$ cat config.mk
export PLATFORM = sky130hd
export DESIGN_NAME = video_timing_gen
export DESIGN_NICKNAME = d
export VERILOG_FILES = /design/src/hw/video_timing_pkg.sv /design/src/hw/video_timing_gen.sv
export VERILOG_INCLUDE_DIRS = /design/src /design/src/include
export SDC_FILE = /design/constraint.sdc
export NUM_CORES = 1
export LEC_CHECK = 0
export ABC_AREA = 1
export BUFFER_PORTS_ARGS = -buffer_cell sky130_fd_sc_hd__buf_2
export CAP_MARGIN = 20
export CORE_AREA = 2 2 74 76
export DETAILED_ROUTE_END_ITERATION = 16
export DIE_AREA = 0 0 76 78
export HOLD_SLACK_MARGIN = 0.1
export MAX_ROUTING_LAYER = met4
export SLEW_MARGIN = 20
export SYNTH_ARGS = -nofsm -noshare
export SYNTH_HDL_FRONTEND = slang
export SYNTH_SLANG_ARGS = --single-unit
$ cat constraint.sdc
create_clock -name pix_clk -period 2.6 [get_ports pix_clk]
set_clock_uncertainty 0.2 [all_clocks]
set_input_delay 0.26 -clock pix_clk [delete_from_list [all_inputs] [get_ports pix_clk]]
set_output_delay 0.26 -clock pix_clk [all_outputs]
set_load 0.02 [all_outputs]
$ cat src/include/bridge_consts.svh
`ifndef BRIDGE_CONSTS_SVH
`define BRIDGE_CONSTS_SVH

// ----------------------------------------------------------------------
// 720x480p horizontal timing, in pixels
// ----------------------------------------------------------------------
`define H_ACTIVE 720
`define H_FP     16
`define H_SYNC   62
`define H_BP     60
`define H_TOTAL  (`H_ACTIVE + `H_FP + `H_SYNC + `H_BP)

// ----------------------------------------------------------------------
// vertical timing, in lines
// ----------------------------------------------------------------------
`define V_ACTIVE 480
`define V_FP     9
`define V_SYNC   6
`define V_BP     30
`define V_TOTAL  (`V_ACTIVE + `V_FP + `V_SYNC + `V_BP)

// ----------------------------------------------------------------------
// line storage
// ----------------------------------------------------------------------
// number of line memories shared by camera and display
`define NUM_BUFS   8

// entries in the pixel-side descriptor FIFO
`define DESC_DEPTH 16

`endif

$ cat src/hw/video_timing_pkg.sv
package video_timing_pkg;

    // pixel position within a line, wraps at 858
    typedef logic [10:0] h_count_t;

    // line position within a frame, wraps at 525
    typedef logic [9:0] v_count_t;

endpackage

$ cat src/hw/video_timing_gen.sv
`timescale 1ns/1ps
`include "bridge_consts.svh"

module video_timing_gen (
    input  logic                       pix_clk,
    input  logic                       resetn,
    output video_timing_pkg::h_count_t h_count,
    output logic                       active,
    output logic                       line_start,
    output logic                       vsync_fall,
    output logic                       pix_de,
    output logic                       hsync,
    output logic                       vsync
);
    import video_timing_pkg::*;

    v_count_t v_count;
    logic     h_last;
    logic     in_hsync;
    logic     in_vsync;

    assign h_last = (h_count == `H_TOTAL - 1);

    always_ff @(posedge pix_clk or negedge resetn) begin
        if (!resetn) begin
            h_count <= '0;
            v_count <= '0;
        end else if (h_last) begin
            h_count <= '0;
            if (v_count == `V_TOTAL - 1) begin
                v_count <= '0;
            end else begin
                v_count <= v_count + 1'b1;
            end
        end else begin
            h_count <= h_count + 1'b1;
        end
    end

    // ----------------------------------------------------------------------
    // decode of the current count
    // ----------------------------------------------------------------------
    assign active     = (h_count < `H_ACTIVE) && (v_count < `V_ACTIVE);
    assign line_start = (h_count == '0) && (v_count < `V_ACTIVE);
    // first cycle of the vsync pulse
    assign vsync_fall = (h_count == '0) && (v_count == `V_ACTIVE + `V_FP);

    assign in_hsync = (h_count >= `H_ACTIVE + `H_FP) &&
                      (h_count <  `H_ACTIVE + `H_FP + `H_SYNC);
    assign in_vsync = (v_count >= `V_ACTIVE + `V_FP) &&
                      (v_count <  `V_ACTIVE + `V_FP + `V_SYNC);

    // one cycle late, same as the registered pixel out of the bank
    always_ff @(posedge pix_clk or negedge resetn) begin
        if (!resetn) begin
            pix_de <= 1'b0;
            hsync  <= 1'b1;
            vsync  <= 1'b1;
        end else begin
            pix_de <= active;
            hsync  <= ~in_hsync;
            vsync  <= ~in_vsync;
        end
    end

endmodule

After elaboration in Yosys (flattened, before gate mapping)
Index checks and enable logic that the tools add are counted.
{ "classes": {"add_sub_neg": 2, "n_lt_le_gt_ge": 6, "eq_ne": 3, "muxes": 2, "bitwise_logic": 2, "reduce_logical": 6} }
{ "ops": {"columns": ["op", "n"], "rows": [
  ["11-bit by 10-bit < comparator with 1-bit output (second input constant)", 2],
  ["10-bit by 9-bit < comparator with 1-bit output (second input constant)", 2],
  ["11-bit by 1-bit adder with 11-bit output (second input constant)", 1],
  ["11-bit by 10-bit equality test with 1-bit output (second input constant)", 1],
  ["11-bit by 10-bit greater-or-equal comparator with 1-bit output (second input constant)", 1],
  ["11-bit zero test", 1],
  ["11-bit 2-to-1 mux", 1],
  ["10-bit by 1-bit adder with 10-bit output (second input constant)", 1],
  ["10-bit equality test (second input constant)", 1],
  ["10-bit by 9-bit equality test with 1-bit output (second input constant)", 1],
  ["10-bit by 9-bit greater-or-equal comparator with 1-bit output (second input constant)", 1],
  ["10-bit 2-to-1 mux", 1],
  ["1-bit logical AND", 5],
  ["1-bit inverter", 2]
]} }
{ "totals": {"register_bits": 24, "inputBits": 2, "elab_cells": 26} }

Depth between registers and ports, before layout
{ "depth": {"ltp_word": 3, "depth_mapped": 9} }

Least setup slack after synthesis
Ideal clock, no wire load.
{ "synth_path": {"kind": "reg2out", "from": "register h_count[0]", "to": "output vsync_fall", "arrival_ps": 1347, "required_ps": 2140, "slack_ps": 793, "path_stages_with_launch": 7, "path_buffers": 0, "path_cell_list": "dfrtp_1 inv_1 ha_1 nand2_1 nor3_1 nand3_1 nor2_1"} }
{ "synth_between": {"elab_chain_len": 2} }
{ "synth_lines": {"columns": ["element", "line", "source"], "rows": [
  ["from (decl)", "video_timing_gen.sv:7", "output video_timing_pkg::h_count_t h_count,"],
  ["from (signal assigned)", "video_timing_gen.sv:36", "h_count <= h_count + 1'b1;"],
  ["11-bit zero test", "video_timing_gen.sv:46", "assign vsync_fall = (h_count == '0) && (v_count == `V_ACTIVE + `V_FP);"],
  ["1-bit logical AND", "video_timing_gen.sv:46", null],
  ["to (decl)", "video_timing_gen.sv:10", "output logic vsync_fall,"]
]} }
No other way between the ends.

Worst setup path after layout
Ends and elaborated chain as after synthesis.

==> flow_summary.yaml <==
outcome:
  status: "complete, no violations"
critical_path:
  required_ns: 2.14
  critPathCaptureType: "output pin"
  crit_family: "simple AND/OR/NAND/NOR gates"
  critPathSlowestCell: "dfrtp_1"
  crit_type: "flop to output pin"
  start_kind: "flop"
  cp_data_arrival_time_ns: 1.71
  slowest_delay_ns: 0.44
  crit_fanout: 6
  cp.buffers_inverters: 2
  path_cells: "inv_1 -> ha_1 -> nand2_1 -> nor3_1 -> nand3_1 -> nor2_1 -> buf_2"
final_layout:
  diodes: 0
  regArea_um2: 603
  multi_input_area_um2: 734
  drive_gt1_frac: 0.160
  nets: 229
  synthToLayoutAreaGrowth_pct: 14.9
  n_fill_cell: 557
power_and_ir_drop:
  p_leak_uw: 0.000833
  p_per_area_nw_per_um2: 380
  power_frac_comb: 0.014
  seq_power_share: 0.577
  internal_power_uw: 510
  p_sw_uw: 136
  irDropWorstVdd_uv: 202
  clkPwrFrac: 0.409
  netSwitchingFraction: 0.210
routing:
  met3_length_um: 85
  drt_first_pass_iters: 4
  vias_per_cell: 4.37
  wirelength_mm: 3.16
  detail_route.wl_per_cell_um: 10.9
  wl_met2_mm: 1.33
  wl_met1_mm: 1.66
  num_vias: 1264
  drtIter0Drc: 56
  top_layer: "met4"
  ant_nets: 0
  drcViolationCount: 0
grt:
  gr-usage-all-layers: 0.118
  first_global_vias: 1191
  grt_pass1_wl_mm: 5.53
  antenna_found_initial: 0
  grt_overflow: 0
  grt_max_degree: 25
sta:
  relSlewSlack: 0.639
  rsz0062_at_grt: "false"
  tightest_slew_ns: 0.541
  drv_slew: 0
  finalCriticalPeriod_ns: 2.17
  hold_viol: 0
  setup_violations: 0
  whs_ns: 0.299
  finalCritPeriodShare: 0.835
  max_clock_freq_mhz: 460
  tns_ns: 0
yosys:
  ys_seq_area_frac: 0.407
  synthDistinctLibCells: 25
  synth_area_um2: 1480
  syn-num-nets: 207
  synth_warnings: 0
  syn_area_per_cell_um2: 7.48
  ys_ff_latch: 24
  syn_inst: 198
place:
  hpwl_mm: 2.31
  routabilityCongestion: 0.865
  port_buffers: 18
min_path:
  hold_class: "input port to async pin"
clock_network:
  cts-resized-gates: 0
  cts_buffer_depth: 2
  cts_tree: "yes"
  cts_sinks: 24
  numCtsBuffers: 3
  htreeDepth: 1
  cts-root-buf: "clkbuf_8"
  path_clk_slew_ns: 0.09
  cts_hold_buffers: 1
  postCtsSetupBuffers: 0
  insertion_delay_ns: 0.28
floorplan:
  ios: 19
  die_area_um2: 5930
  start_util: 0.294
  rows: 26
  die_h_um: 78
  core_area_um2: 5040
  die_width_um: 76
run:
  cap_violations: 0
## worst reg2reg max path: stages, from the launching register on
cell and delay [ns]:
dfrtp_1 0.44, inv_1 0.18, ha_1 0.17, inv_1 0.04, nor2_1 0.10, nand4_1 0.26, nand3_1 0.17, o21ai_0 0.09
## kinds of logic after synthesis
kind of cell / after synthesis / share of synthesized area
buf+inv: 34 / 0.0964
fa+ha+maj: 7 / 0.0592
compound gates: 20 / 0.0727
simple gates: 107 / 0.329
xor+xnor: 6 / 0.0355
flops: 24 / 0.407
## power by group through the flow
stage               clock (µW)  combinational, µW  sequential (µW)
finish                     264               8.74              373
global route               289               10.9              373
CTS                        279               9.59              373
detailed placement           0               8.55              380
global placement             0               8.37              380
floorplan                    0           0.000428              380
## layout make-up
type / count / area share
inverters: 32 / 0.0706
flip-flops and latches: 24 / 0.355
multi-input cells: 140 / 0.432
repair buffers: 19 / 0.0589
clock buffers: 4 / 0.0324
well taps: 70 / 0.0515
## per-layer routing
metal / vias up / GRT usage
li1: 674 / -
met1: 566 / 0.160
met2: 19 / 0.175
met3: 5 / 0.0116
met4: 0 / 0.0600
met5: - / -
## worst paths after layout
check	startpoint	endpoint	slack, ns	depth (start not counted)
min in group pix_clk	v_count[9]	v_count[9]	0.33	2
worst max-delay path	h_count[0]	vsync_fall	0.43	7
worst min-delay path	resetn	v_count[1]	0.30	2
worst max register to register	v_count[0]	v_count[2]	0.84	7
max in group asynchronous	resetn	hsync	1.53	2
worst min register to register	v_count[9]	v_count[9]	0.33	2
## stage by stage
| step | worst slack [ns] | instances | power [µW] | utilization | area (µm²) |
|---|---|---|---|---|---|
| after floorplan | 0.793 | 198 | 380 | - | 1480 |
| after CTS | 0.413 | 289 | 662 | 0.337 | 1700 |
| after detailed placement | 0.741 | 284 | 389 | 0.324 | 1640 |
| after global placement | 0.688 | 284 | 389 | 0.324 | 1640 |
| after global routing | 0.279 | 289 | 673 | 0.337 | 1700 |
| final | 0.428 | 289 | 646 | 0.337 | 1700 |
## cell usage in the layout, fill, tap and decap left out, types with 2 or more instances in the layout
master     n
inv_2      5
o21ai_1    6
nand2_2    2
nor3_1     5
ha_1       7
clkbuf_8   4
nand4_1   10
nor2_1    29
dfrtp_1   22
xor2_1     5
buf_2     18
nand3_1   10
dfstp_2    2
nand2_1   46
inv_1     27
a21oi_1    3
o21ai_0    9
## cell usage after synthesis, drive strengths merged
| cell type | number | area share |
|---|---|---|
| a21oi | 3 | 0.010 |
| nor2 | 32 | 0.099 |
| nand3b | 1 | 0.0051 |
| inv | 32 | 0.081 |
| buf | 2 | 0.015 |
| o22a | 1 | 0.0059 |
| nand3 | 11 | 0.041 |
| nand4 | 10 | 0.042 |
| ha | 7 | 0.059 |
| o21ai | 15 | 0.051 |
| xnor2 | 1 | 0.0059 |
| dfstp | 2 | 0.036 |
| dfrtp | 22 | 0.37 |
| o2111ai | 1 | 0.0059 |
| nor3 | 5 | 0.017 |
| nand2 | 48 | 0.13 |
| xor2 | 5 | 0.030 |
## state kept, by name, summed over array words and instances, names as in the netlist
signal / cells
h_count: 11
v_count: 10
pix_de: 1
hsync: 1
vsync: 1
Note: power is estimated with default switching activity, not from simulation.
