===== src/include/bridge_consts.svh =====
`ifndef BRIDGE_CONSTS_SVH
`define BRIDGE_CONSTS_SVH

// ----------------------------------------------------------------------
// 720x480p horizontal timing, in pixels
// ----------------------------------------------------------------------
`define H_ACTIVE 720
`define H_FP     16
`define H_SYNC   62
`define H_BP     60
`define H_TOTAL  (`H_ACTIVE + `H_FP + `H_SYNC + `H_BP)

// ----------------------------------------------------------------------
// vertical timing, in lines
// ----------------------------------------------------------------------
`define V_ACTIVE 480
`define V_FP     9
`define V_SYNC   6
`define V_BP     30
`define V_TOTAL  (`V_ACTIVE + `V_FP + `V_SYNC + `V_BP)

// ----------------------------------------------------------------------
// line storage
// ----------------------------------------------------------------------
// number of line memories shared by camera and display
`define NUM_BUFS   8

// entries in the pixel-side descriptor FIFO
`define DESC_DEPTH 16

`endif


===== src/hw/line_buf_pkg.sv =====
`include "bridge_consts.svh"

package line_buf_pkg;

    // index of one line memory
    typedef logic [$clog2(`NUM_BUFS)-1:0] buf_idx_t;

    // one bit per line memory, for the free map and for releases
    typedef logic [`NUM_BUFS-1:0] buf_mask_t;

    // 8-bit luma sample
    typedef logic [7:0] pixel_t;

    // sample address within a line
    typedef logic [$clog2(`H_ACTIVE)-1:0] line_addr_t;

endpackage


===== src/hw/line_capture.sv =====
`timescale 1ns/1ps
`include "bridge_consts.svh"

module line_capture (
    input  logic                     cam_pclk,
    input  logic                     cam_resetn,
    input  logic                     cam_line_valid,
    input  logic                     cam_y_valid,
    input  logic                     rel_recv,
    input  line_buf_pkg::buf_mask_t  rel_mask_in,
    output logic                     wr_en,
    output line_buf_pkg::buf_idx_t   wr_buf,
    output line_buf_pkg::line_addr_t wr_addr,
    output logic                     desc_send,
    output line_buf_pkg::buf_idx_t   desc_buf
);
    import line_buf_pkg::*;

    buf_mask_t free_map;
    buf_idx_t  line_buf;
    logic      line_drop;
    logic      line_valid_d;
    logic      line_rise;
    logic      line_fall;
    buf_idx_t  alloc_idx;
    logic      alloc_ok;
    logic      line_ok;
    buf_mask_t rel_bits;
    buf_mask_t take_bit;

    assign line_rise = cam_line_valid && !line_valid_d;
    assign line_fall = !cam_line_valid && line_valid_d;

    // ----------------------------------------------------------------------
    // buffer allocation
    // ----------------------------------------------------------------------
    // lowest free index wins
    always_comb begin
        alloc_ok  = 1'b0;
        alloc_idx = '0;
        for (int i = `NUM_BUFS - 1; i >= 0; i--) begin
            if (free_map[i]) begin
                alloc_ok  = 1'b1;
                alloc_idx = buf_idx_t'(i);
            end
        end
    end

    assign rel_bits = rel_recv ? rel_mask_in : '0;
    assign take_bit = (line_rise && alloc_ok) ? (buf_mask_t'(1'b1) << alloc_idx) : '0;

    // ----------------------------------------------------------------------
    // write side
    // ----------------------------------------------------------------------
    // a sample may come with the first line_valid cycle, so bypass the
    // allocation result on that cycle
    assign line_ok = line_rise ? alloc_ok : !line_drop;
    assign wr_buf  = line_rise ? alloc_idx : line_buf;
    assign wr_en   = cam_line_valid && cam_y_valid && line_ok && (wr_addr < `H_ACTIVE);

    // descriptor goes out on the falling edge of line_valid
    assign desc_send = line_fall && !line_drop;
    assign desc_buf  = line_buf;

    always_ff @(posedge cam_pclk or negedge cam_resetn) begin
        if (!cam_resetn) begin
            free_map     <= '1;
            line_buf     <= '0;
            line_drop    <= 1'b0;
            line_valid_d <= 1'b0;
            wr_addr      <= '0;
        end else begin
            line_valid_d <= cam_line_valid;
            free_map     <= (free_map | rel_bits) & ~take_bit;

            if (line_rise) begin
                line_drop <= !alloc_ok;
                if (alloc_ok) begin
                    line_buf <= alloc_idx;
                end
            end

            // address stays parked at 0 between lines, saturates at the top
            if (!cam_line_valid) begin
                wr_addr <= '0;
            end else if (cam_y_valid && (wr_addr != '1)) begin
                wr_addr <= wr_addr + 1'b1;
            end
        end
    end

endmodule


===== config.mk =====
export PLATFORM = sky130hd
export DESIGN_NAME = line_capture
export DESIGN_NICKNAME = d
export VERILOG_FILES = /design/src/hw/line_buf_pkg.sv /design/src/hw/line_capture.sv
export VERILOG_INCLUDE_DIRS = /design/src /design/src/include
export SDC_FILE = /design/constraint.sdc
export NUM_CORES = 1
export LEC_CHECK = 0
export BUFFER_PORTS_ARGS = -buffer_cell sky130_fd_sc_hd__clkbuf_2
export CAP_MARGIN = 20
export CORE_MARGIN = 8
export CORE_UTILIZATION = 55
export CTS_CLUSTER_SIZE = 25
export DETAILED_ROUTE_END_ITERATION = 7
export HOLD_SLACK_MARGIN = 0.12
export PLACE_DENSITY = 0.82
export SLEW_MARGIN = 20
export SYNTH_ARGS = -nofsm -noshare
export SYNTH_HDL_FRONTEND = slang
export SYNTH_SLANG_ARGS = --single-unit

===== constraint.sdc =====
create_clock -name cam_pclk -period 3.7 [get_ports cam_pclk]
set_input_delay 0.555 -clock cam_pclk [delete_from_list [all_inputs] [get_ports cam_pclk]]
set_output_delay 0.555 -clock cam_pclk [all_outputs]
set_load 0.1 [all_outputs]

# ---- Yosys cells after proc, flatten, opt, wreduce, memory -nomap -nowiden
# Cells that the tools add are included.
dict set report word_totals {
  register_bits 23
  elab_cells 48
}
dict set report op_classes {
  muxes 22
  bitwise_logic 3
  eq_ne 2
  n_reduce_logical 13
  shifts 1
  n_addsub 1
  n_lt_le_gt_ge 1
}
# cell count
set op_table {}
lappend op_table {{two-way mux 3 bit} 9}
lappend op_table {{two-way mux 10 bit} 2}
lappend op_table {{two-way mux 8 bit} 2}
lappend op_table {{adder 10 x 1 -> 10 bit, second input constant} 1}
lappend op_table {{less-than comparator 10 bit, second input constant} 1}
lappend op_table {{inequality test 10 bit, second input constant} 1}
lappend op_table {{two-way mux 1 bit} 9}
lappend op_table {{AND 8 bit} 1}
lappend op_table {{logical AND 1 bit} 8}
lappend op_table {{inverter 8 bit} 1}
lappend op_table {{OR 8 bit} 1}
lappend op_table {{left shift 1 x 3 -> 8 bit, first input constant} 1}
lappend op_table {{logical NOT 1 bit} 4}
lappend op_table {{inequality test 2 x 1 -> 1 bit, second input constant} 1}
lappend op_table {{AND reduction 2 bit} 1}

# ---- Depth between registers and ports, before layout
dict set report depth {
  word_depth 12
  depth_mapped 5
  mapped_depth_nobuf 5
}

# ---- Worst setup path after synthesis
# No wires, ideal clock.
dict set report synth_timing {
  path_type {reg-to-output}
  start {register free_map[1]}
  end {output port wr_buf[0]}
  stages_incl_launch_ff 6
  t_arrival_ns 3.157
  required_time_ns 3.145
  setup_slack_ns -0.012
  path_cell_list {dfstp_2 > clkbuf_1 > inv_1 > a21oi_1 > o31ai_1 > o21ai_0}
}
dict set report synth_between {
  elab_chain_cells 3
}
# item line_no
set synth_rtl {}
lappend synth_rtl {{from (decl)} line_capture.sv:19} ;# buf_mask_t free_map;
lappend synth_rtl {{from (signal assigned)} line_capture.sv:74} ;# free_map <= (free_map | rel_bits) & ~take_bit;
lappend synth_rtl {{two-way mux 3 bit (2 in series)} line_capture.sv:42} ;# if (free_map[i]) begin
lappend synth_rtl {{two-way mux 3 bit} line_capture.sv:58} ;# assign wr_buf = line_rise ? alloc_idx : line_buf;
lappend synth_rtl {{to (decl)} line_capture.sv:12} ;# output line_buf_pkg::buf_idx_t wr_buf,
# Every way passes these cells.

# ---- Worst setup path in the final report
dict set report layout_timing {
  start {input port cam_line_valid}
  end {output port wr_buf[2]}
}
dict set report layout_between {
  elab_chain_cells 2
}
# item line_no
set layout_rtl {}
lappend layout_rtl {{from (decl)} line_capture.sv:7} ;# input logic cam_line_valid,
lappend layout_rtl {{logical AND 1 bit} line_capture.sv:31} ;# assign line_rise = cam_line_valid && !line_valid_d;
lappend layout_rtl {{two-way mux 3 bit} line_capture.sv:58}
# Every way passes these cells.

==> run summary <==
Slowest-stage cell, CP = clkbuf_2
Fraction of the mapped netlist area in compound gates = 0.248
Die Footprint = 3940 sq um
Total Wirelength = 2790 um
RSZ-0062 raised after global routing = no
Die Wd = 62.8 um
Largest family of logic cells by synthesized area = compound AO/OA/AOI/OAI gates
Vias per cell = 5.74
PostCTS Resize Cnt = 0
CP Max Fanout = 10
Root buf cell = clkbuf_4
Pleak = 0.651 nW
Max Clk Rate = 0.383 GHz
Cell mode on critical path = clkbuf_2
Register Area = 586 sq um
Layout area overhead = 15.9%
Synth Cell Area = 1200 sq um
Layout cells sized above 1 = 0.292
H-tree levels = 1
Async SR Flop Fraction = 1.00
HPWL after detailed placement = 2140 um
Final period utilization = 0.706
Count of final setup violators = 0
Reg2Reg Depth = 5
Mux share of post-synthesis cell area = 0
DR pass1 iterations = 4
Total track usage = 0.150
Seq/Total Area, Yosys = 0.487
Crit Path Category = primary input to output port
CTS tree = yes
Drt drc = 0
Synth Area in Simple Gates = 0.204
Yosys top cell by area = dfrtp_1
TritonCTS Buffers = 3
Starting density of the core = 0.560
Number of synthesized flops with an enable pin = 0
Die span in y = 62.8 um
Post-layout utilization of the core = 0.649
Clk buf depth = 2
Synth top area cells = dfrtp_1 (31%), dfstp_2 (17%), o21ai_0 (6.2%), nand2_1 (4.4%), a21oi_1 (4.2%)
Iteration-0 DRC Markers = 35
Vias in the first global route = 1138
Critical Path RT = 3.14 ns
Antenna diodes = 0
Synth Warn # = 0
Global-route wire length before repair = 5020 um
Adder-cell share of the synthesized area = 0.0104
Xor and xnor area share after synthesis = 0.0146
HP Class = primary input to asynchronous set/reset pin
Initial antenna violation count = 0
Max-cap check violation count = 0
Final Slew Violations = 0
Clk_lat worst skew = 0.30 ns
Yosys reg bits = 23
Count of cell types in the netlist = 39
Number of I/O pins = 31
Routed len/inst = 14.8 um
Placer Congestion = 0.896
Largest net degree at the start of global routing = 24
Crit end category = output port
Pwr dens = 553 nW/um^2
Setup bufs post-CTS = 0
Min cycle time layout = 2.61 ns
Antenna Violating Nets Remaining = 0
Mapped Cells = 132
Main flop type after synthesis = dfrtp_1
Status = finished, final reports clean
CP cell instances = clkbuf_2 -> nor2b_1 -> nand2_1 -> nor4_2 -> a21o_1 -> clkbuf_2
Skew final = 0.00529 ns
Area of placed instances = 1370 sq um
VDD IR max = 0.309 mV
Synth top cells by count = dfrtp_1 (15), o21ai_0 (15), nand2_1 (14)
Actual slew at the worst max-slew pin = 0.578 ns
Cell Count, Final, Fillers Out = 189
Fin area = 1390 sq um
Post-Syn Area per Cell = 9.11 sq um
Worst-path clk slew = 0.13 ns
Global route total overflow = 0
Dpl cells = 185
Data arrival, critical path = 2.06 ns
Via count = 1085
Clock sinks = 23
Multi-input combinational cell area = 573 sq um
Fin Setup TNS = 0 ns
Share of Yosys cell area claimed by the top area cell type = 0.312
Filler cells = 202
Post-synthesis net count = 146
Relative max-transition margin = 0.614
Fin nets = 176
Tot Pwr = 0.771 mW
Final hold viol count = 0
CP Launch Type = primary input
Hold_buf cts = 0
Port-buffer cells = 30
Placement Rows = 17
Crit path largest cell delay = 0.45 ns
Core Area = 2150 sq um
==> power by group <==
group          total [mW]  internal (mW)  switching [mW]
Clock               0.115         0.0403          0.0747
Combinational       0.304         0.0628           0.241
Sequential          0.352          0.301          0.0507
Total               0.771          0.404           0.366
==> flip-flops by register name, summed over array words and instances, names as in the netlist <==
name / flops
desc_buf: 3
free_map: 8
line_drop: 1
line_valid_d: 1
wr_addr: 10
==> kinds of logic (layout without fill, tap and decap cells) <==
family,count (synthesis),in the layout
compound gates,47,47
fa+ha+maj,1,1
buf+inv,11,40
xor+xnor,2,2
simple gates,48,48
flops,23,23
==> area by class of cell <==
| type | instances | area share |
|---|---|---|
| clock buffer | 3 | 0.0162 |
| clock inverter | 1 | 0.00359 |
| inverter | 6 | 0.0162 |
| multi-input combinational | 98 | 0.411 |
| sequential | 23 | 0.420 |
| tap | 28 | 0.0251 |
| timing repair buffer | 30 | 0.108 |
==> per-layer routing <==
metal / global-route usage / wire (um)
met5: 0 / 0
met4: 0.0684 / 9
met3: 0.0394 / 114
met2: 0.257 / 1470
met1: 0.169 / 1200
==> placed cells by master, fill, tap and decap left out, drive strengths merged, types with 2 or more instances in the layout <==
cell	Yosys	final
nand3	4	4
or2	2	2
a21oi	10	10
nor4	2	2
dfstp	8	8
nor2	11	11
nand2	15	15
nand2b	2	2
nand4	3	3
or4	2	2
inv	6	6
and4	2	2
o31ai	4	4
dfrtp	15	15
nor3	2	2
clkbuf	4	33
a31oi	4	4
o41ai	2	2
a21o	2	2
o21ai	15	15
a41oi	2	2
==> worst max-delay path, delay by kind of cell <==
family / cells / cell delay [ns]
and+or+nand+nor: 3 / 0.73
AOI/OAI and AO/OA: 1 / 0.14
buffers and inverters: 2 / 0.62
==> metrics by stage <==
| step | setup WS (ns) | hold WS [ns] |
|---|---|---|
| after floorplan | 0.0611 | 0.259 |
| after global placement | 1.15 | 0.497 |
| after detailed placement | 1.07 | 0.512 |
| after CTS | 1.08 | 0.226 |
| after global routing | 0.810 | 0.236 |
| final | 1.09 | 0.222 |
==> final timing paths <==
path | startpoint | end | slack [ns]
max | cam_line_valid | wr_buf[2] | 1.09
min | cam_resetn | wr_addr[4] | 0.22
max reg2reg | wr_addr[0] | wr_addr[6] | 1.98
min reg2reg | line_drop | line_drop | 0.53
max in group asynchronous | cam_resetn | free_map[0] | 3.10
min in group cam_pclk | rel_mask_in[0] | free_map[0] | 0.44
Note: power is estimated with default switching activity, not from simulation.
