===== src/include/bridge_consts.svh =====
`ifndef BRIDGE_CONSTS_SVH
`define BRIDGE_CONSTS_SVH

// ----------------------------------------------------------------------
// 720x480p horizontal timing, in pixels
// ----------------------------------------------------------------------
`define H_ACTIVE 720
`define H_FP     16
`define H_SYNC   62
`define H_BP     60
`define H_TOTAL  (`H_ACTIVE + `H_FP + `H_SYNC + `H_BP)

// ----------------------------------------------------------------------
// vertical timing, in lines
// ----------------------------------------------------------------------
`define V_ACTIVE 480
`define V_FP     9
`define V_SYNC   6
`define V_BP     30
`define V_TOTAL  (`V_ACTIVE + `V_FP + `V_SYNC + `V_BP)

// ----------------------------------------------------------------------
// line storage
// ----------------------------------------------------------------------
// number of line memories shared by camera and display
`define NUM_BUFS   8

// entries in the pixel-side descriptor FIFO
`define DESC_DEPTH 16

`endif


===== src/hw/line_buf_pkg.sv =====
`include "bridge_consts.svh"

package line_buf_pkg;

    // index of one line memory
    typedef logic [$clog2(`NUM_BUFS)-1:0] buf_idx_t;

    // one bit per line memory, for the free map and for releases
    typedef logic [`NUM_BUFS-1:0] buf_mask_t;

    // 8-bit luma sample
    typedef logic [7:0] pixel_t;

    // sample address within a line
    typedef logic [$clog2(`H_ACTIVE)-1:0] line_addr_t;

endpackage


===== src/hw/line_scheduler.sv =====
`timescale 1ns/1ps
`include "bridge_consts.svh"

module line_scheduler (
    input  logic                    pix_clk,
    input  logic                    resetn,
    input  logic                    desc_recv,
    input  line_buf_pkg::buf_idx_t  desc_buf,
    input  logic                    line_start,
    input  logic                    vsync_fall,
    input  logic                    active,
    output line_buf_pkg::buf_idx_t  cur_buf,
    output logic                    rd_enable,
    output logic                    rel_send,
    output line_buf_pkg::buf_mask_t rel_mask
);
    import line_buf_pkg::*;

    localparam int PTR_W = $clog2(`DESC_DEPTH);
    // spacing between release transfers, in pixel clocks
    localparam logic [2:0] REL_GAP = 3'd7;

    buf_idx_t         fifo [`DESC_DEPTH];
    logic [PTR_W-1:0] wr_ptr;
    logic [PTR_W-1:0] rd_ptr;
    logic [PTR_W:0]   count;
    logic             repeat_phase;
    buf_idx_t         cur_q;
    logic             cur_valid;
    buf_mask_t        rel_accum;
    logic [2:0]       rel_hold;
    logic             push;
    logic             overflow;
    logic             fetch;
    logic             send_now;
    buf_mask_t        rel_new;

    // ----------------------------------------------------------------------
    // descriptor FIFO and line doubling
    // ----------------------------------------------------------------------
    assign push     = desc_recv && (count != `DESC_DEPTH);
    assign overflow = desc_recv && (count == `DESC_DEPTH);
    // fetch only on the first of each pair of active lines
    assign fetch    = line_start && !repeat_phase && (count != '0);

    // new head is used on the very cycle it is fetched, pixel 0 included
    assign cur_buf   = fetch ? fifo[rd_ptr] : cur_q;
    assign rd_enable = active && (cur_valid || fetch);

    // buffers given up this cycle
    always_comb begin
        rel_new = '0;
        if (overflow) begin
            rel_new = rel_new | (buf_mask_t'(1'b1) << desc_buf);
        end
        if (fetch && cur_valid) begin
            rel_new = rel_new | (buf_mask_t'(1'b1) << cur_q);
        end
    end

    assign send_now = (rel_hold == '0) && (rel_accum != '0);

    always_ff @(posedge pix_clk or negedge resetn) begin
        if (!resetn) begin
            wr_ptr       <= '0;
            rd_ptr       <= '0;
            count        <= '0;
            repeat_phase <= 1'b0;
            cur_q        <= '0;
            cur_valid    <= 1'b0;
            rel_accum    <= '0;
            rel_hold     <= '0;
            rel_send     <= 1'b0;
        end else begin
            if (push) begin
                wr_ptr <= wr_ptr + 1'b1;
            end
            if (fetch) begin
                rd_ptr    <= rd_ptr + 1'b1;
                cur_q     <= fifo[rd_ptr];
                cur_valid <= 1'b1;
            end

            case ({push, fetch})
                2'b10:   count <= count + 1'b1;
                2'b01:   count <= count - 1'b1;
                default: count <= count;
            endcase

            if (vsync_fall) begin
                repeat_phase <= 1'b0;
            end else if (line_start) begin
                repeat_phase <= ~repeat_phase;
            end

            // ------------------------------------------------------------------
            // release accumulation
            // ------------------------------------------------------------------
            rel_send <= send_now;
            if (send_now) begin
                rel_accum <= rel_new;
                rel_hold  <= REL_GAP;
            end else begin
                rel_accum <= rel_accum | rel_new;
                if (rel_hold != '0) begin
                    rel_hold <= rel_hold - 1'b1;
                end
            end
        end
    end

    always_ff @(posedge pix_clk) begin
        if (push) begin
            fifo[wr_ptr] <= desc_buf;
        end
        if (send_now) begin
            rel_mask <= rel_accum;
        end
    end

endmodule


===== config.mk =====
export PLATFORM = sky130hd
export DESIGN_NAME = line_scheduler
export DESIGN_NICKNAME = d
export VERILOG_FILES = /design/src/hw/line_buf_pkg.sv /design/src/hw/line_scheduler.sv
export VERILOG_INCLUDE_DIRS = /design/src /design/src/include
export SDC_FILE = /design/constraint.sdc
export NUM_CORES = 1
export LEC_CHECK = 0
export BUFFER_PORTS_ARGS = -buffer_cell sky130_fd_sc_hd__buf_2
export CORE_ASPECT_RATIO = 0.8
export CORE_MARGIN = 3
export CORE_UTILIZATION = 40
export CTS_CLUSTER_SIZE = 12
export DETAILED_ROUTE_END_ITERATION = 8
export PLACE_DENSITY = 0.62
export SYNTH_ARGS = -nofsm -noshare
export SYNTH_HDL_FRONTEND = slang
export SYNTH_SLANG_ARGS = --single-unit

===== constraint.sdc =====
create_clock -name pix_clk -period 3.4 [get_ports pix_clk]
set_input_delay 0.51 -clock pix_clk [delete_from_list [all_inputs] [get_ports pix_clk]]
set_output_delay 0.51 -clock pix_clk [all_outputs]
set_load 0.05 [all_outputs]

# After elaboration in Yosys (flattened, before gate mapping)
# Memories as Yosys holds them, arrays and structs flattened.
# Cells that the tools add are included.
dict set report op_classes {
  bitwise_logic 3
  magnitude_cmp 0
  div 0
  n_shift 2
  multipliers 0
  n_eq_ne 4
  add_sub_neg 5
  mux 11
  reduce_logical 16
}
# op count
set op_table {}
lappend op_table {{$mux 8} 3}
lappend op_table {{$or 8x8->8} 2}
lappend op_table {{$shl 1x3->8 const A} 2}
lappend op_table {{$pmux 5 s2} 1}
lappend op_table {{$mux 3} 3}
lappend op_table {{$add 4x1->4 const B} 2}
lappend op_table {{$reduce_bool 8->1} 1}
lappend op_table {{$logic_and 1x1->1} 7}
lappend op_table {{$reduce_bool 2->1} 3}
lappend op_table {{$add 5x1->5 const B} 1}
lappend op_table {{$eq 5x5->1 const B} 1}
lappend op_table {{$ne 5x5->1 const B} 1}
lappend op_table {{$reduce_bool 5->1} 1}
lappend op_table {{$sub 5x1->5 const B} 1}
lappend op_table {{$mux 1} 4}
lappend op_table {{$logic_not 3->1} 1}
lappend op_table {{$reduce_bool 3->1} 1}
lappend op_table {{$sub 3x1->3 const B} 1}
lappend op_table {{$eq 2x1->1 const B} 1}
lappend op_table {{$eq 2x2->1 const B} 1}
lappend op_table {{$logic_not 1->1} 1}
lappend op_table {{$logic_or 1x1->1} 1}
lappend op_table {{$not 1->1} 1}
dict set report totals {
  memories 1
  romBits 0
  inputBits 9
  ramBits 48
  register_bits 38
  latch_bits 0
  output_inout_bits 13
}
# name words word_bits read_ports rd_clocked_by_memory_dff write_ports line
set mem_list {}
lappend mem_list {fifo 16 3 1 0 1 line_scheduler.sv:23} ;# buf_idx_t fifo [`DESC_DEPTH];

# Logic depth before layout (Yosys ltp)
dict set report depth {
  word_depth 7
  depth_mapped 12
  ltp_nobuf 10
}

# Worst setup path after synthesis
# Ideal clock, no wire load.
dict set report synth_path {
  kind {register to register}
  start {register count[1]}
  end {register count[4]}
  path_stages_with_launch 13
  required_ns 3.275
  path_slack_ns 0.689
  arrival_ns 2.586
  period_less_slack_ns 2.711
  cell_sequence {dfrtp_1 -> buf_2 -> nor4_2 -> a21oi_1 -> buf_2 -> ha_1 -> buf_2 -> xor2_1 -> ha_1 -> a21o_1 -> a22oi_1 -> nor3_1 -> a2111oi_0}
}
dict set report synth_via {
  elab_chain_cells 4
  word_cells_on_any_way 10
  cone_classes {add/sub: 2; eq/ne: 3; mux: 1; reduce/logical: 4}
}
# element line
set synth_rtl {}
lappend synth_rtl {{start, declared} line_scheduler.sv:26} ;# logic [PTR_W:0] count;
lappend synth_rtl {{start signal, assigned} line_scheduler.sv:85} ;# 2'b10: count <= count + 1'b1;
lappend synth_rtl {{start signal, assigned} line_scheduler.sv:86} ;# 2'b01: count <= count - 1'b1;
lappend synth_rtl {{start signal, assigned} line_scheduler.sv:87} ;# default: count <= count;
lappend synth_rtl {{parallel branches: the longest is 4 deep, another holds $sub 5x1->5} n/a}
# Several ways; the timed one is not identified.
# A chain may end at the register's enable or synchronous reset.

# Final worst setup path
dict set report layout_path {
  start {register count[2]}
  end {register count[4]}
}
# The elaborated chain is that of the path after synthesis.

==> results.md <==
* Slew headroom at between 40% and 50%
* Dpl cells at roughly 370
* Design area at 4270 sq um
* FFs w/ async S/R, synth at 34.9%
* Tcrit/Tclk final at 88.6%
* Ant. Diodes at 0
* Tmin final at 3.01 ns
* Most frequent cells in the layout: 56 x edfxtp_1, 30 x dfrtp_1, 21 x buf_2, 17 x nand2_1, 16 x nor2_1
* Commonest non-fill, non-tap cell in the layout: edfxtp_1
* Post-synthesis sequential area ratio at 64.7%
* Run status: completed
* Post-Route Setup TNS at 0 ns
* CTS resizes at 0
* Pin count of the biggest net entering global routing at 31
* Filler cell count at 756
* Critical path's most frequent cell: ha_1
* Die height at 92.7 microns
* Clk root buf: clkbuf_16
* Buf/Inv on CP at 1
* Rows at 30
* Pins over their slew limit at 0
* Pwr Total at 3.85 mW
* Clk buf depth at 2
* Routed Wire Length at 6590 microns
* Synth cell types at 45
* Worst-path maximum fanout at 9
* Lkg Pwr at 1.62 nW
* Register area at 2430 sq um
* Vias in the first global route at roughly 2100
* R2r worst-path depth at 10
* PwrDens at 902 nW/um^2
* Dominant delay contributor by cell family on the critical path: compound AO/OA/AOI/OAI gates
* WL per Instance at 16.9 microns
* Final Non-Filler Cells at 390
* Initial antenna violation count at 0
* Netlist Area Pre-Place at 3760 sq um
* Max frequency at 332 MHz
* Worst path max stage delay at 0.51 ns
* Unrepaired setup endpoints after global routing: false
* Per-instance average area after synthesis at 15.1 sq um
* Core ar. at 8820 sq um
* Worst path slowest cell: nor4_2
* Post-DP Area at 3950 sq um
* Post-cts hold buffer count at 0
* Hold crit path type: in2async
* Global Route Usage Sum at 13.9%
* Final hold vios at 0
* Initial DRC count at around 140
* Avg Vias per Cell at 5.35
* Routability cong. at 0.763
* Main flop type after synthesis: edfxtp_1
* Final Hold Slack at 0.206 ns
* Chip Width at 114 microns
* Worst slew pin tran at 0.785 ns
* Cts bufs inserted at 9
* Final net count at 292
* CTS H-tree depth at 3
* Mapped Cells at 249
* Final Worst Setup Slack at roughly 0.39 ns
* Synthesis-to-finish area growth at 13.6%
* Pre-CTS WS at 0.390 ns
* Max Cap Viol at 0
* I/O pin cnt at 22
* Residual DRC count at 0
* Crit path cell chain: nor4_2 -> a21boi_2 -> inv_1 -> ha_1 -> xor2_1 -> ha_1 -> a21o_1 -> a22oi_1 -> o211a_1 -> a2111oi_0
* Clock transition at path regs at roughly 0.060 ns
* Data required time at the worst endpoint at 3.61 ns
* Global-route wire length before repair at 11200 microns
* Initial Utilization at 42.6%
* Detailed Routing Iterations Pass 1 at 4
* Synth warn at 0
* Vias post-DR at 2085
* Worst Setup End Kind: flop
* Post-CTS Setup Bufs at 0
* Kind of critical path: reg2reg
* Share of layout cells above drive strength 1 at 16.9%
* #FFs+latches synth at 86
* Die area at around 11000 sq um
* Flop2flop setup slack at around 0.39 ns
* Clock skew at 0.0116 ns
* Multi-input logic area at 1230 sq um
* EDFF count, synth at 56
* Syn Nets at 268
* Congestion Overflow GR at 0
* Clock Sinks at 86
* WP data arrival at between 3 and 4 ns
* Final Util at between 40% and 50%
* Stages on worst setup path at 10
* Dpl hpwl at 4530 microns
* Crit start category: flop
* # setup viols final at 0
* Clock latency on the worst-skew pair at 0.34 ns
* CTS tree: yes
* Maximum VDD drop at 598 uV
* Final ANT Viol Nets at 0
* Port Buffers at 21
==> per-layer routing <==
metal,track usage (%),vias to the layer above,wire length (microns)
met2,20.6,52,2870
met1,19.1,1018,3250
li1,-,1003,-
met3,5.36,12,384
met4,4.25,0,91
met5,0,-,0
==> worst paths after layout <==
| path | start | end |
|---|---|---|
| setup / recovery | count[2] | count[4] |
| hold / removal | resetn | rel_send |
| setup reg to reg | count[2] | count[4] |
| hold reg to reg | rel_hold[2] | rel_hold[2] |
| max in group asynchronous | resetn | rel_accum[5] |
| min in group pix_clk | vsync_fall | repeat_phase |
==> area by class of cell <==
cell class,count,area share [%]
Clock inverter,6,2.02
Clock buffer,10,5.36
Inverter,7,0.615
Multi-Input combinational cell,146,28.9
Sequential cell,86,57.0
Tap cell,112,3.28
Timing Repair Buffer,23,2.81
==> sequential cells by signal (all words and copies together) (netlist names) <==
| name | flops |
|---|---|
| repeat_phase | 1 |
| count | 5 |
| rel_hold | 3 |
| cur_q | 3 |
| rel_mask | 8 |
| rd_ptr | 4 |
| rel_send | 1 |
| rel_accum | 8 |
| fifo | 48 |
| wr_ptr | 4 |
| cur_valid | 1 |
==> power by group <==
group          switching (mW)  internal, mW  total [mW]
logic                   0.701         0.483        1.18
registers               0.249          1.39        1.64
clock network           0.386         0.642        1.03
==> synthesized netlist by cell type, types with 2 or more instances <==
library cell	n	area share [%]
nor4_1	2	0.33
o211ai_1	2	0.40
mux2_2	2	0.60
mux4_1	10	7.0
dfrtp_1	30	20
inv_1	7	0.70
or3_1	2	0.33
nand2b_1	8	1.3
nor2b_1	2	0.33
buf_1	2	0.20
mux4_2	2	1.2
a21o_1	2	0.40
a21oi_1	8	1.1
xor2_1	5	1.2
ha_1	10	3.3
o22ai_1	4	0.67
or2_2	2	0.33
nor2_1	16	1.6
nor3_1	7	0.93
clkbuf_1	3	0.30
o21ai_1	3	0.40
or3b_1	4	0.93
mux2i_1	5	1.3
nand2_1	17	1.7
edfxtp_1	56	45
buf_2	3	0.40
o311ai_1	4	0.93
nand3_1	2	0.27
a22oi_1	4	0.80
xnor2_1	6	1.4
nand4_1	3	0.50
a2bb2oi_1	2	0.47
mux2_4	2	0.80
==> cells by family (layout without fill, tap and decap cells) <==
group	count (synthesis)	count (layout)	synth area share (%)
DFF	86	86	64.7
and+or+nand+nor	70	70	9.69
AOI/OAI and AO/OA	33	33	6.06
muxes	22	22	11.2
buffers and inverters	17	46	2.43
xor gates and xnor gates	11	11	2.56
adders and majority gates	10	10	3.33
Note: power is estimated with default switching activity, not from simulation.
